$ cat config.mk
export PLATFORM = sky130hd
export DESIGN_NAME = colorMapper
export DESIGN_NICKNAME = d
export VERILOG_FILES = /design/src/common/geometryPkg.sv /design/src/common/videoPkg.sv /design/src/killTracker/killTracker.sv /design/src/source/sceneHitTest.sv /design/src/compositor/layerCompositor.sv /design/src/source/colorMapper.sv
export SDC_FILE = /design/constraint.sdc
export NUM_CORES = 1
export LEC_CHECK = 0
export CAP_MARGIN = 20
export CORE_AREA = 2 2 204 206
export DETAILED_ROUTE_END_ITERATION = 6
export DIE_AREA = 0 0 206 208
export DONT_BUFFER_PORTS = 1
export MAX_ROUTING_LAYER = met4
export PLACE_DENSITY = 0.74
export SLEW_MARGIN = 0
export SYNTH_ARGS = -nofsm -noshare
export SYNTH_HDL_FRONTEND = slang
export SYNTH_HIERARCHICAL = 1
export SYNTH_SLANG_ARGS = --single-unit
$ cat constraint.sdc
create_clock -name Clk -period 4.08 [get_ports Clk]
set_input_delay 0.816 -clock Clk [delete_from_list [all_inputs] [get_ports Clk]]
set_output_delay 0.816 -clock Clk [all_outputs]
set_load 0.02 [all_outputs]
$ cat src/common/geometryPkg.sv
// Playfield geometry
package geometryPkg;

    // screen coordinate
    typedef logic [9:0] coordT;

    // signed coordinate for box arithmetic near the screen edges
    typedef logic signed [11:0] offsetT;

    typedef struct packed {
        coordT x;
        coordT y;
    } coordPairT;

    typedef struct packed {
        coordT x;
        coordT y;
        logic  facingLeft;
        logic  attack;
    } playerStateT;

    localparam int MaxPersons = 8;

    // player box half sizes and fist distance from its centre
    localparam coordT PlayerHalfW = 10'd14;
    localparam coordT PlayerHalfH = 10'd21;
    localparam coordT AttackReach = 10'd14;

    // live body half sizes, by bystander index
    localparam coordT PersonHalfW [MaxPersons] =
        '{10'd10, 10'd8, 10'd11, 10'd6, 10'd20, 10'd13, 10'd13, 10'd10};
    localparam coordT PersonHalfH [MaxPersons] =
        '{10'd22, 10'd22, 10'd23, 10'd16, 10'd24, 10'd24, 10'd17, 10'd22};

    // corpses lie flat, so mostly wide and low
    localparam coordT CorpseHalfW [MaxPersons] =
        '{10'd30, 10'd37, 10'd22, 10'd21, 10'd20, 10'd29, 10'd13, 10'd30};
    localparam coordT CorpseHalfH [MaxPersons] =
        '{10'd5, 10'd9, 10'd5, 10'd6, 10'd20, 10'd5, 10'd17, 10'd5};

    // box centred on centre, both ends inclusive
    function automatic logic inBox(input offsetT px, input offsetT py,
                                   input coordPairT centre,
                                   input coordT halfW, input coordT halfH);
        offsetT cx;
        offsetT cy;
        offsetT hw;
        offsetT hh;
        cx = {2'b00, centre.x};
        cy = {2'b00, centre.y};
        hw = {2'b00, halfW};
        hh = {2'b00, halfH};
        return (px >= cx - hw) && (px <= cx + hw) && (py >= cy - hh) && (py <= cy + hh);
    endfunction

endpackage

$ cat src/common/videoPkg.sv
// Pixel colours and screen modes
package videoPkg;

    typedef logic [23:0] rgbT;

    // player poses
    localparam rgbT PoseRightColor   = 24'hE0B040;
    localparam rgbT PoseLeftColor    = 24'hC09030;
    localparam rgbT AttackRightColor = 24'hF04020;
    localparam rgbT AttackLeftColor  = 24'hC03018;

    // bystanders
    localparam rgbT PersonColor = 24'h3070D0;
    localparam rgbT CorpseColor = 24'h802020;

    // full screen backgrounds
    localparam rgbT StartColor = 24'h101040;
    localparam rgbT LostColor  = 24'h666666;

    typedef enum logic [1:0] {
        modePlay  = 2'd0,
        modeStart = 2'd1,
        modeLost  = 2'd2,
        modeIdle  = 2'd3
    } screenModeT;

    // what lies under one pixel, one cycle after sampling
    typedef struct packed {
        screenModeT mode;
        logic       playerOn;
        logic       facingLeft;
        logic       attack;
    } pixelHitT;

endpackage

$ cat src/killTracker/killTracker.sv
// Bystander kill tracking
`timescale 1ns/1ns

module killTracker #(
    parameter int NumPersons = 4
) (
    input  logic                                   Clk,
    input  logic                                   arstN,
    input  geometryPkg::playerStateT               player,
    input  geometryPkg::coordPairT [NumPersons-1:0] persons,
    input  logic [NumPersons-1:0]                  corpseRemoved,
    output logic [NumPersons-1:0]                  killed,
    output logic [NumPersons-1:0]                  corpseShown,
    output geometryPkg::coordPairT                 deathPos
);

    geometryPkg::offsetT   fistX;
    geometryPkg::offsetT   fistY;
    logic [NumPersons-1:0] fistHit;

    // fist sits level with the centre, on the facing side
    always_comb
    begin
        fistY = {2'b00, player.y};
        if (player.facingLeft)
            fistX = {2'b00, player.x} - {2'b00, geometryPkg::AttackReach};
        else
            fistX = {2'b00, player.x} + {2'b00, geometryPkg::AttackReach};
    end

    for (genvar i = 0; i < NumPersons; i++)
    begin : gFist
        assign fistHit[i] = player.attack && geometryPkg::inBox(fistX, fistY, persons[i],
            geometryPkg::PersonHalfW[i], geometryPkg::PersonHalfH[i]);
    end

    // sticky until reset
    always_ff @(posedge Clk or negedge arstN)
    begin
        if (!arstN)
            killed <= '0;
        else
            killed <= killed | fistHit;
    end

    assign corpseShown = killed & ~corpseRemoved;

    // lowest index wins, so scan downwards and let later writes override
    always_comb
    begin
        deathPos = '0;
        for (int i = NumPersons - 1; i >= 0; i--)
        begin
            if (corpseShown[i])
                deathPos = persons[i];
        end
    end

    killedSticky: assert property (@(posedge Clk) disable iff (!arstN)
        ($past(killed) & ~killed) == '0)
        else $error("Error killed fell from %h to %h", $past(killed), killed);

    deathPosIdle: assert property (@(posedge Clk) disable iff (!arstN)
        (corpseShown == '0) |-> (deathPos == '0))
        else $error("Error deathPos %h with no corpse shown", deathPos);

endmodule

$ cat src/source/sceneHitTest.sv
// Per-pixel object hit test
`timescale 1ns/1ns

module sceneHitTest #(
    parameter int NumPersons = 4
) (
    input  logic                                   Clk,
    input  logic                                   arstN,
    input  geometryPkg::coordT                     drawX,
    input  geometryPkg::coordT                     drawY,
    input  geometryPkg::playerStateT               player,
    input  geometryPkg::coordPairT [NumPersons-1:0] persons,
    input  logic [NumPersons-1:0]                  killed,
    input  logic [NumPersons-1:0]                  corpseShown,
    input  logic                                   gameStart,
    input  logic                                   lost,
    output videoPkg::pixelHitT                     hit,
    output logic [NumPersons-1:0]                  aliveHit,
    output logic [NumPersons-1:0]                  corpseHit
);

    videoPkg::screenModeT   mode;
    logic                   playing;
    geometryPkg::offsetT    px;
    geometryPkg::offsetT    py;
    geometryPkg::coordPairT playerPos;
    logic                   playerOn;
    logic [NumPersons-1:0]  aliveOn;
    logic [NumPersons-1:0]  corpseOn;

    always_comb
    begin
        case ({gameStart, lost})
            2'b10:   mode = videoPkg::modeStart;
            2'b01:   mode = videoPkg::modeLost;
            2'b11:   mode = videoPkg::modeIdle;
            default: mode = videoPkg::modePlay;
        endcase
    end

    // objects are drawn only during play
    assign playing = (mode == videoPkg::modePlay);

    assign px = {2'b00, drawX};
    assign py = {2'b00, drawY};
    assign playerPos.x = player.x;
    assign playerPos.y = player.y;

    assign playerOn = playing && geometryPkg::inBox(px, py, playerPos,
        geometryPkg::PlayerHalfW, geometryPkg::PlayerHalfH);

    for (genvar i = 0; i < NumPersons; i++)
    begin : gPerson
        assign aliveOn[i] = playing && !killed[i] && geometryPkg::inBox(px, py, persons[i],
            geometryPkg::PersonHalfW[i], geometryPkg::PersonHalfH[i]);
        // corpse box replaces the body once killed, until removed
        assign corpseOn[i] = playing && corpseShown[i] && geometryPkg::inBox(px, py, persons[i],
            geometryPkg::CorpseHalfW[i], geometryPkg::CorpseHalfH[i]);
    end

    always_ff @(posedge Clk or negedge arstN)
    begin
        if (!arstN)
        begin
            hit       <= '0;
            aliveHit  <= '0;
            corpseHit <= '0;
        end
        else
        begin
            hit.mode       <= mode;
            hit.playerOn   <= playerOn;
            hit.facingLeft <= player.facingLeft;
            hit.attack     <= player.attack;
            aliveHit       <= aliveOn;
            corpseHit      <= corpseOn;
        end
    end

    // a bystander is either standing or lying, never both
    bodyOrCorpse: assert property (@(posedge Clk) disable iff (!arstN)
        (aliveHit & corpseHit) == '0)
        else $error("Error aliveHit %h corpseHit %h overlap", aliveHit, corpseHit);

endmodule

$ cat src/compositor/layerCompositor.sv
// Layer priority and RGB output
`timescale 1ns/1ns

module layerCompositor #(
    parameter int NumPersons = 4
) (
    input  logic                  Clk,
    input  logic                  arstN,
    input  videoPkg::pixelHitT    hit,
    input  logic [NumPersons-1:0] aliveHit,
    input  logic [NumPersons-1:0] corpseHit,
    input  videoPkg::rgbT         backgroundRgb,
    output videoPkg::rgbT         vgaRgb
);

    videoPkg::rgbT modeRgb;
    videoPkg::rgbT poseRgb;
    videoPkg::rgbT pixelRgb;

    // idle shares the playfield background
    always_comb
    begin
        case (hit.mode)
            videoPkg::modeStart: modeRgb = videoPkg::StartColor;
            videoPkg::modeLost:  modeRgb = videoPkg::LostColor;
            default:             modeRgb = backgroundRgb;
        endcase
    end

    always_comb
    begin
        case ({hit.facingLeft, hit.attack})
            2'b00:   poseRgb = videoPkg::PoseRightColor;
            2'b10:   poseRgb = videoPkg::PoseLeftColor;
            2'b01:   poseRgb = videoPkg::AttackRightColor;
            default: poseRgb = videoPkg::AttackLeftColor;
        endcase
    end

    // background, then bystanders, then the player on top
    always_comb
    begin
        pixelRgb = modeRgb;
        for (int i = NumPersons - 1; i >= 0; i--)
        begin
            if (aliveHit[i])
                pixelRgb = videoPkg::PersonColor;
            else if (corpseHit[i])
                pixelRgb = videoPkg::CorpseColor;
        end
        if (hit.playerOn)
            pixelRgb = poseRgb;
    end

    always_ff @(posedge Clk or negedge arstN)
    begin
        if (!arstN)
            vgaRgb <= '0;
        else
            vgaRgb <= pixelRgb;
    end

    // lost screen hides every object, so it is solid grey
    lostShowsGrey: assert property (@(posedge Clk) disable iff (!arstN)
        (hit.mode == videoPkg::modeLost) |=> (vgaRgb == videoPkg::LostColor))
        else $error("Error vgaRgb %h in lost mode, expected %h",
                    vgaRgb, videoPkg::LostColor);

endmodule

$ cat src/source/colorMapper.sv
// Pixel colour top level
`timescale 1ns/1ns

module colorMapper #(
    parameter int NumPersons = 4
) (
    input  logic                                   Clk,
    input  logic                                   arstN,
    input  geometryPkg::coordT                     drawX,
    input  geometryPkg::coordT                     drawY,
    input  geometryPkg::playerStateT               player,
    input  geometryPkg::coordPairT [NumPersons-1:0] persons,
    input  logic [NumPersons-1:0]                  corpseRemoved,
    input  logic                                   gameStart,
    input  logic                                   lost,
    input  videoPkg::rgbT                          backgroundRgb,
    output videoPkg::rgbT                          vgaRgb,
    output geometryPkg::coordPairT                 deathPos,
    output logic [NumPersons-1:0]                  killed
);

    logic [NumPersons-1:0] corpseShown;
    logic [NumPersons-1:0] aliveHit;
    logic [NumPersons-1:0] corpseHit;
    videoPkg::pixelHitT    hit;

    // size tables only cover MaxPersons entries
    if (NumPersons < 1 || NumPersons > geometryPkg::MaxPersons)
    begin : gBadCount
        $error("NumPersons %0d out of range", NumPersons);
    end

    killTracker #(
        .NumPersons(NumPersons)
    ) killTrackerInst (
        .Clk          (Clk),
        .arstN        (arstN),
        .player       (player),
        .persons      (persons),
        .corpseRemoved(corpseRemoved),
        .killed       (killed),
        .corpseShown  (corpseShown),
        .deathPos     (deathPos)
    );

    sceneHitTest #(
        .NumPersons(NumPersons)
    ) sceneHitTestInst (
        .Clk        (Clk),
        .arstN      (arstN),
        .drawX      (drawX),
        .drawY      (drawY),
        .player     (player),
        .persons    (persons),
        .killed     (killed),
        .corpseShown(corpseShown),
        .gameStart  (gameStart),
        .lost       (lost),
        .hit        (hit),
        .aliveHit   (aliveHit),
        .corpseHit  (corpseHit)
    );

    layerCompositor #(
        .NumPersons(NumPersons)
    ) layerCompositorInst (
        .Clk          (Clk),
        .arstN        (arstN),
        .hit          (hit),
        .aliveHit     (aliveHit),
        .corpseHit    (corpseHit),
        .backgroundRgb(backgroundRgb),
        .vgaRgb       (vgaRgb)
    );

endmodule

# After elaboration in Yosys (flattened, before gate mapping)
# Cells that the tools add are included.
[op_classes] addsub=38 mul=0 n_div=0 n_lt_le_gt_ge=52 eq_ne=7 shifts=0 muxes=17 n_bitwise=3 reduce_logical=66
[ops] cell=">= comparator 11 x 12 -> 1 bit" count=22
[ops] cell="less-or-equal comparator 11 x 12 -> 1 bit" count=22
[ops] cell="2-to-1 mux 24 bit" count=9
[ops] cell="adder 10 x 5 -> 11 bit, second input constant" count=8
[ops] cell="subtractor 10 x 5 -> 11 bit, second input constant" count=8
[ops] cell="2-to-1 mux 20 bit" count=4
[ops] cell="adder 10 x 4 -> 11 bit, second input constant" count=6
[ops] cell="case mux 22 bit (3 select lines)" count=1
[ops] cell="subtractor 10 x 4 -> 11 bit, second input constant" count=6
[ops] cell="logical AND 1 bit" count=60
[ops] cell=">= comparator 12 bit" count=4
[ops] cell="less-or-equal comparator 12 bit" count=4
[ops] cell="case mux 24 bit (2 select lines)" count=1
[ops] cell="adder 10 x 3 -> 11 bit, second input constant" count=4
[ops] cell="subtractor 10 x 3 -> 11 bit, second input constant" count=4
[ops] cell="2-to-1 mux 12 bit" count=1
[ops] cell="adder 10 x 6 -> 11 bit, second input constant" count=1
[ops] cell="subtractor 10 x 6 -> 11 bit, second input constant" count=1
[ops] cell="equality test 2 bit, second input constant" count=4
[ops] cell="equality test 2 x 1 -> 1 bit, second input constant" count=3
[ops] cell="case mux 2 bit (3 select lines)" count=1
[ops] cell="bitwise AND 4 bit" count=1
[ops] cell="zero test 1 bit" count=4
[ops] cell="zero test 2 bit" count=2
[ops] cell="other kinds (2)" count=2
[word_totals] regBits=41 latchBits=0 mem_bits_rw=0 mem_bits_ro=0 input_bits=154 out_inout_bits=48 elab_cells=191 n_memories=0

# Logic depth before layout (Yosys ltp)
[depth] ltp_word=11 depth_mapped=15 mapped_depth_nobuf=15

# Modules after synthesis
# Netlist, hierarchy kept.
[by_module_without_submodules] module="sceneHitTest" n_inst=1 cells_per_inst=1617 area_per_inst_um2=12341.8 seq_area_each_um2=325.3
[by_module_without_submodules] module="killTracker" n_inst=1 cells_per_inst=914 area_per_inst_um2=6491.2 seq_area_each_um2=100.1
[by_module_without_submodules] module="layerCompositor" n_inst=1 cells_per_inst=119 area_per_inst_um2=1234.9 seq_area_each_um2=600.6

# Worst setup path after synthesis
# OpenSTA, ideal clock, no wires.
[synth_path] path_kind="input to register" from="input port player[1] (netlist name)" to="register killTrackerInst.killed[3]" setup_ns=0.066 arrival_time_ns=3.883 required_ns=4.014 setup_slack_ns=0.131 cell_stages=13 n_path_buf=1 cell_sequence="buf_6 -> or3b_1 -> a31o_1 -> or3_1 -> o21a_1 -> xnor2_1 -> ha_1 -> and4_1 -> a311o_1 -> a22oi_2 -> a211oi_1 -> nor4_1 -> a41o_1"
[synth_via] elab_chain_cells=7 word_cells_on_any_way=8 cone_classes="2 x order compare; 1 x mux; 1 x bitwise; 4 x reduce/logical"
[synth_rtl] element="from (decl)" line_no="colorMapper.sv:11" source="input geometryPkg::playerStateT player,"
[synth_rtl] element="2-to-1 mux 12 bit *" line_no="killTracker.sv:25" source="if (player.facingLeft)"
[synth_rtl] element=">= comparator 12 bit / less-or-equal comparator 12 bit (equally long branches)" line_no="geometryPkg.sv:53" source="return (px >= cx - hw) && (px <= cx + hw) && (py >= cy - hh) && (py <= cy + hh);"
[synth_rtl] element="logical AND 1 bit * (3 in series)" line_no="geometryPkg.sv:53"
[synth_rtl] element="logical AND 1 bit *" line_no="killTracker.sv:33" source="assign fistHit[i] = player.attack && geometryPkg::inBox(fistX, fistY, persons[i],"
[synth_rtl] element="OR 4 bit *" line_no="killTracker.sv:43" source="killed <= killed | fistHit;"
[synth_rtl] element="to (signal assigned)" line_no="killTracker.sv:43"
[synth_rtl] element="to (decl)" line_no="killTracker.sv:12" source="output logic [NumPersons-1:0] killed,"
# Mark *: on every way between the ends. The rest lies on a longest branch, timed or not.

# Worst setup path in the final report
[layout_path] from="input port player[13] (netlist name)" to="register killTrackerInst.killed[3]"
[layout_via] elab_chain_cells=8 word_cells_on_any_way=10 cone_classes="2 x add/sub; 2 x order compare; 1 x mux; 1 x bitwise; 4 x reduce/logical"
[layout_rtl] element="adder 10 x 4 -> 11 bit / subtractor 10 x 4 -> 11 bit (equally long branches)" line_no="killTracker.sv:28, killTracker.sv:26"
[layout_rtl] element="2-to-1 mux 12 bit *" line_no="killTracker.sv:25"
[layout_rtl] element=">= comparator 12 bit / less-or-equal comparator 12 bit (equally long branches)" line_no="geometryPkg.sv:53"
[layout_rtl] element="logical AND 1 bit * (3 in series)" line_no="geometryPkg.sv:53"
[layout_rtl] element="logical AND 1 bit *" line_no="killTracker.sv:33"
[layout_rtl] element="OR 4 bit *" line_no="killTracker.sv:43"
# Marked as above.

==> flow_metrics.tcl <==
set metrics [dict create \
    cts-buffers-inserted 5 \
    htree_num_levels 2 \
    dp.cells 3108 \
    hold_buffers 0 \
    power_mw 3.60 \
    rsz0062_at_grt "false" \
    synth-edff-count 0 \
    ctsLongestPathBuffers 2 \
    p_leak_nw 9.41 \
    postRouteAntennaNets 0 \
    cp_max_fo 12 \
    critPathRequiredTime_ps 4320 \
    seq_area_frac_synth_pct 5.11 \
    worstMarginPinSlew_ps 709 \
    setup_viol 0 \
    grt_pass1_vias 19523 \
    cp.arrival_ps 3940 \
    slew_viol_final 0 \
    cp_slowest_cell "xor2_2" \
    clock-sinks 41 \
    crit_chain "inv_1 > ha_1 > inv_1 > o21ai_0 > o21ai_0 > xor2_2 > ha_1 > a211oi_1 > nor2_1 > o21a_1 > a311o_1 > a22oi_2 > a211oi_1 > nor4_1 > a41o_1" \
    grt_pass1_wl_mm 104 \
    avgViaCountPerCell 6.48 \
    min_period_over_period_pct 90.7 \
    clk_pin_slew_ps 70 \
    finClkSkew_ps 9.99 \
    die_y_um 208 \
    slew_headroom_pct 52.6 \
    end_kind "flip-flop" \
    io_pins 202 \
    hold_class "in -> async" \
    synth_top_cell_area_share_pct 33.0 \
    async_flop_share_pct 100 \
    reg2reg_depth 5 \
    power.density_nw_per_um2 173 \
    hold_viol 0 \
    ys_warn_count 6 \
    synth_seq_cells 41 \
    stdcell_count 3116 \
    drc 1 \
    synth_cell_types 85 \
    synth_area_leader_cell "ha_1" \
    rows 74 \
    syn_avg_cell_area_um2 7.57 \
    routed_wl_mm 67.4 \
    core-area_um2 40600 \
    hpwlAfterDp_mm 51.0 \
    grt_usage_pct 31.0 \
    regToRegEndpoint "sceneHitTestInst/corpseHit[0]" \
    cts_setup_buffers 0 \
    holdWs_ps 212 \
    rr_startpoint "killTrackerInst/killed[0]" \
    status "finished, violations left" \
    start_kind "primary input" \
    port_buffers 0 \
    worst-setup-path-type "in -> reg" \
    drive_gt1_share_pct 3.37 \
    cp_slowest_stage_delay_ps 530 \
    area_growth_pct 3.57 \
    initial_core_util_pct 49.5 \
    vdd_ir_drop_max_v 0.000142 \
    syn_nets 3334 \
    grt_max_degree 42 \
    cts_resized 0 \
    firstDrtPassIters 7 \
    synthCells 2650 \
    placed_area_um2 20600 \
    ys.flop_type "dfrtp_1" \
    syn_area_um2 20100 \
    yosys-top-cells-area "ha_1 33%, xnor2_1 8.1%, xor2_1 7.7%" \
    reg2reg_slack_ps 1880 \
    die_x_um 206 \
    drv_cap 0 \
    finalCriticalPeriod_ps 3700 \
    wl_per_cell_um 21.6 \
    nets 3267 \
    drt-initial-drc-count 1962 \
    violations "DRC" \
    fmax_mhz 270 \
    clockRootBuffer "clkbuf_16" \
    place_congestion 0.976 \
    insertion_delay_ps 290 \
    vias 20195 \
    cts_tree "done" \
    antenna_found_initial 1 \
    final_area_um2 20800 \
    overflow 0 \
    die_area_um2 42800 \
]
==> power by group <==
group | internal, mW | switching [mW]
clock network | 0.285 | 0.187
registers | 0.454 | 0.0759
logic | 1.16 | 1.44
total | 1.90 | 1.70
==> cell type report <==
type                       instances  area [µm²]
fill                            3890       19800
inverter                         134         503
clock buffer                       5         125
antenna                            1        2.50
tap                              532         666
multi-input combinational       2353       18100
timing repair buffer              48         360
sequential                        41        1030
clock inverter                     2        35.0
==> flip-flops by register name, summed over array words and instances, names as in the netlist <==
signal	cells
sceneHitTestInst/aliveHit	4
layerCompositorInst/vgaRgb	24
killTrackerInst/killed	4
sceneHitTestInst/hit	5
sceneHitTestInst/corpseHit	4
==> metrics by stage <==
step                      utilization (%)  TNS, ps  worst slack (ps)
after global placement               50.8    -30.2             -30.2
final                                51.2        0               380
after CTS                            51.2        0               108
after global routing                 51.2        0               165
after floorplan                         -        0               131
after detailed placement             50.8     -168              -116
==> placed cells by master (no fill, tap or decap), types with 35 or more instances in the layout <==
cell and count:
dfrtp_1 41, xnor2_1 185, a21oi_1 199, buf_4 48, ha_1 530, nor2_1 175, nor2b_1 61, nor3_1 65
inv_1 134, o21ai_0 151, nand4_1 52, xor2_1 176, a21o_1 47, nand2b_1 36, nand3_1 84, nand2_1 197
a211oi_1 35
==> synthesized netlist by cell type (5+ instances only) <==
| cell type | instances |
|---|---|
| dfrtp_1 | 41 |
| a221oi_1 | 6 |
| o21ai_0 | 151 |
| a21o_1 | 47 |
| a211o_1 | 5 |
| a221o_1 | 5 |
| inv_1 | 134 |
| a211oi_1 | 35 |
| ha_1 | 530 |
| and2_1 | 13 |
| o221ai_1 | 6 |
| buf_2 | 9 |
| a2111oi_0 | 15 |
| buf_1 | 14 |
| nand3_1 | 84 |
| clkbuf_1 | 93 |
| a41o_1 | 6 |
| o31ai_1 | 9 |
| xnor2_1 | 185 |
| nor4_1 | 30 |
| nand2_1 | 197 |
| nor3_1 | 65 |
| o2111ai_1 | 13 |
| and4_1 | 12 |
| or3_1 | 12 |
| nor2_1 | 176 |
| o21bai_1 | 11 |
| o21a_1 | 23 |
| nand3b_1 | 8 |
| or2_2 | 8 |
| nand4_1 | 52 |
| a22oi_1 | 21 |
| xor2_1 | 177 |
| o22ai_1 | 5 |
| or4_1 | 5 |
| a31oi_1 | 17 |
| nor3b_1 | 6 |
| a21boi_0 | 6 |
| o211ai_1 | 26 |
| and3_1 | 19 |
| nor2b_1 | 64 |
| nand2b_1 | 36 |
| a21oi_1 | 199 |
==> cell families after synthesis <==
kind of cell / synth area share, %
and+or+nand+nor: 20.0
AOI/OAI and AO/OA: 20.7
adders and majority gates: 33.1
xor gates and xnor gates: 15.8
buffers and inverters: 5.00
DFF: 5.11
muxes: 0.268
==> worst max-delay path by stage <==
| stage | from | cells after the start | endpoint | slack [ps] |
|---|---|---|---|---|
| floorplan | player[1] | 13 | killTrackerInst/killed[3] | 130 |
| global placement | player[13] | 15 | killTrackerInst/killed[3] | -30 |
| detailed placement | player[13] | 15 | killTrackerInst/killed[3] | -120 |
| CTS | player[13] | 15 | killTrackerInst/killed[3] | 110 |
| global route | player[13] | 15 | killTrackerInst/killed[0] | 160 |
| finish | player[13] | 15 | killTrackerInst/killed[3] | 380 |
==> worst max-delay path, delay by kind of cell <==
kind	cells	cell delay [ps]
compound gates	8	1520
xor+xnor	1	530
fa+ha+maj	2	550
buf+inv	2	100
simple gates	2	410
==> routing by layer <==
layer	track usage, %	vias up	routed length (µm)
met5	-	-	0
met4	12.8	0	3100
met3	4.26	193	5780
met2	50.1	922	30600
met1	38.7	9591	27900
li1	-	9489	-
No activity file was read; power rests on OpenSTA's default activity.
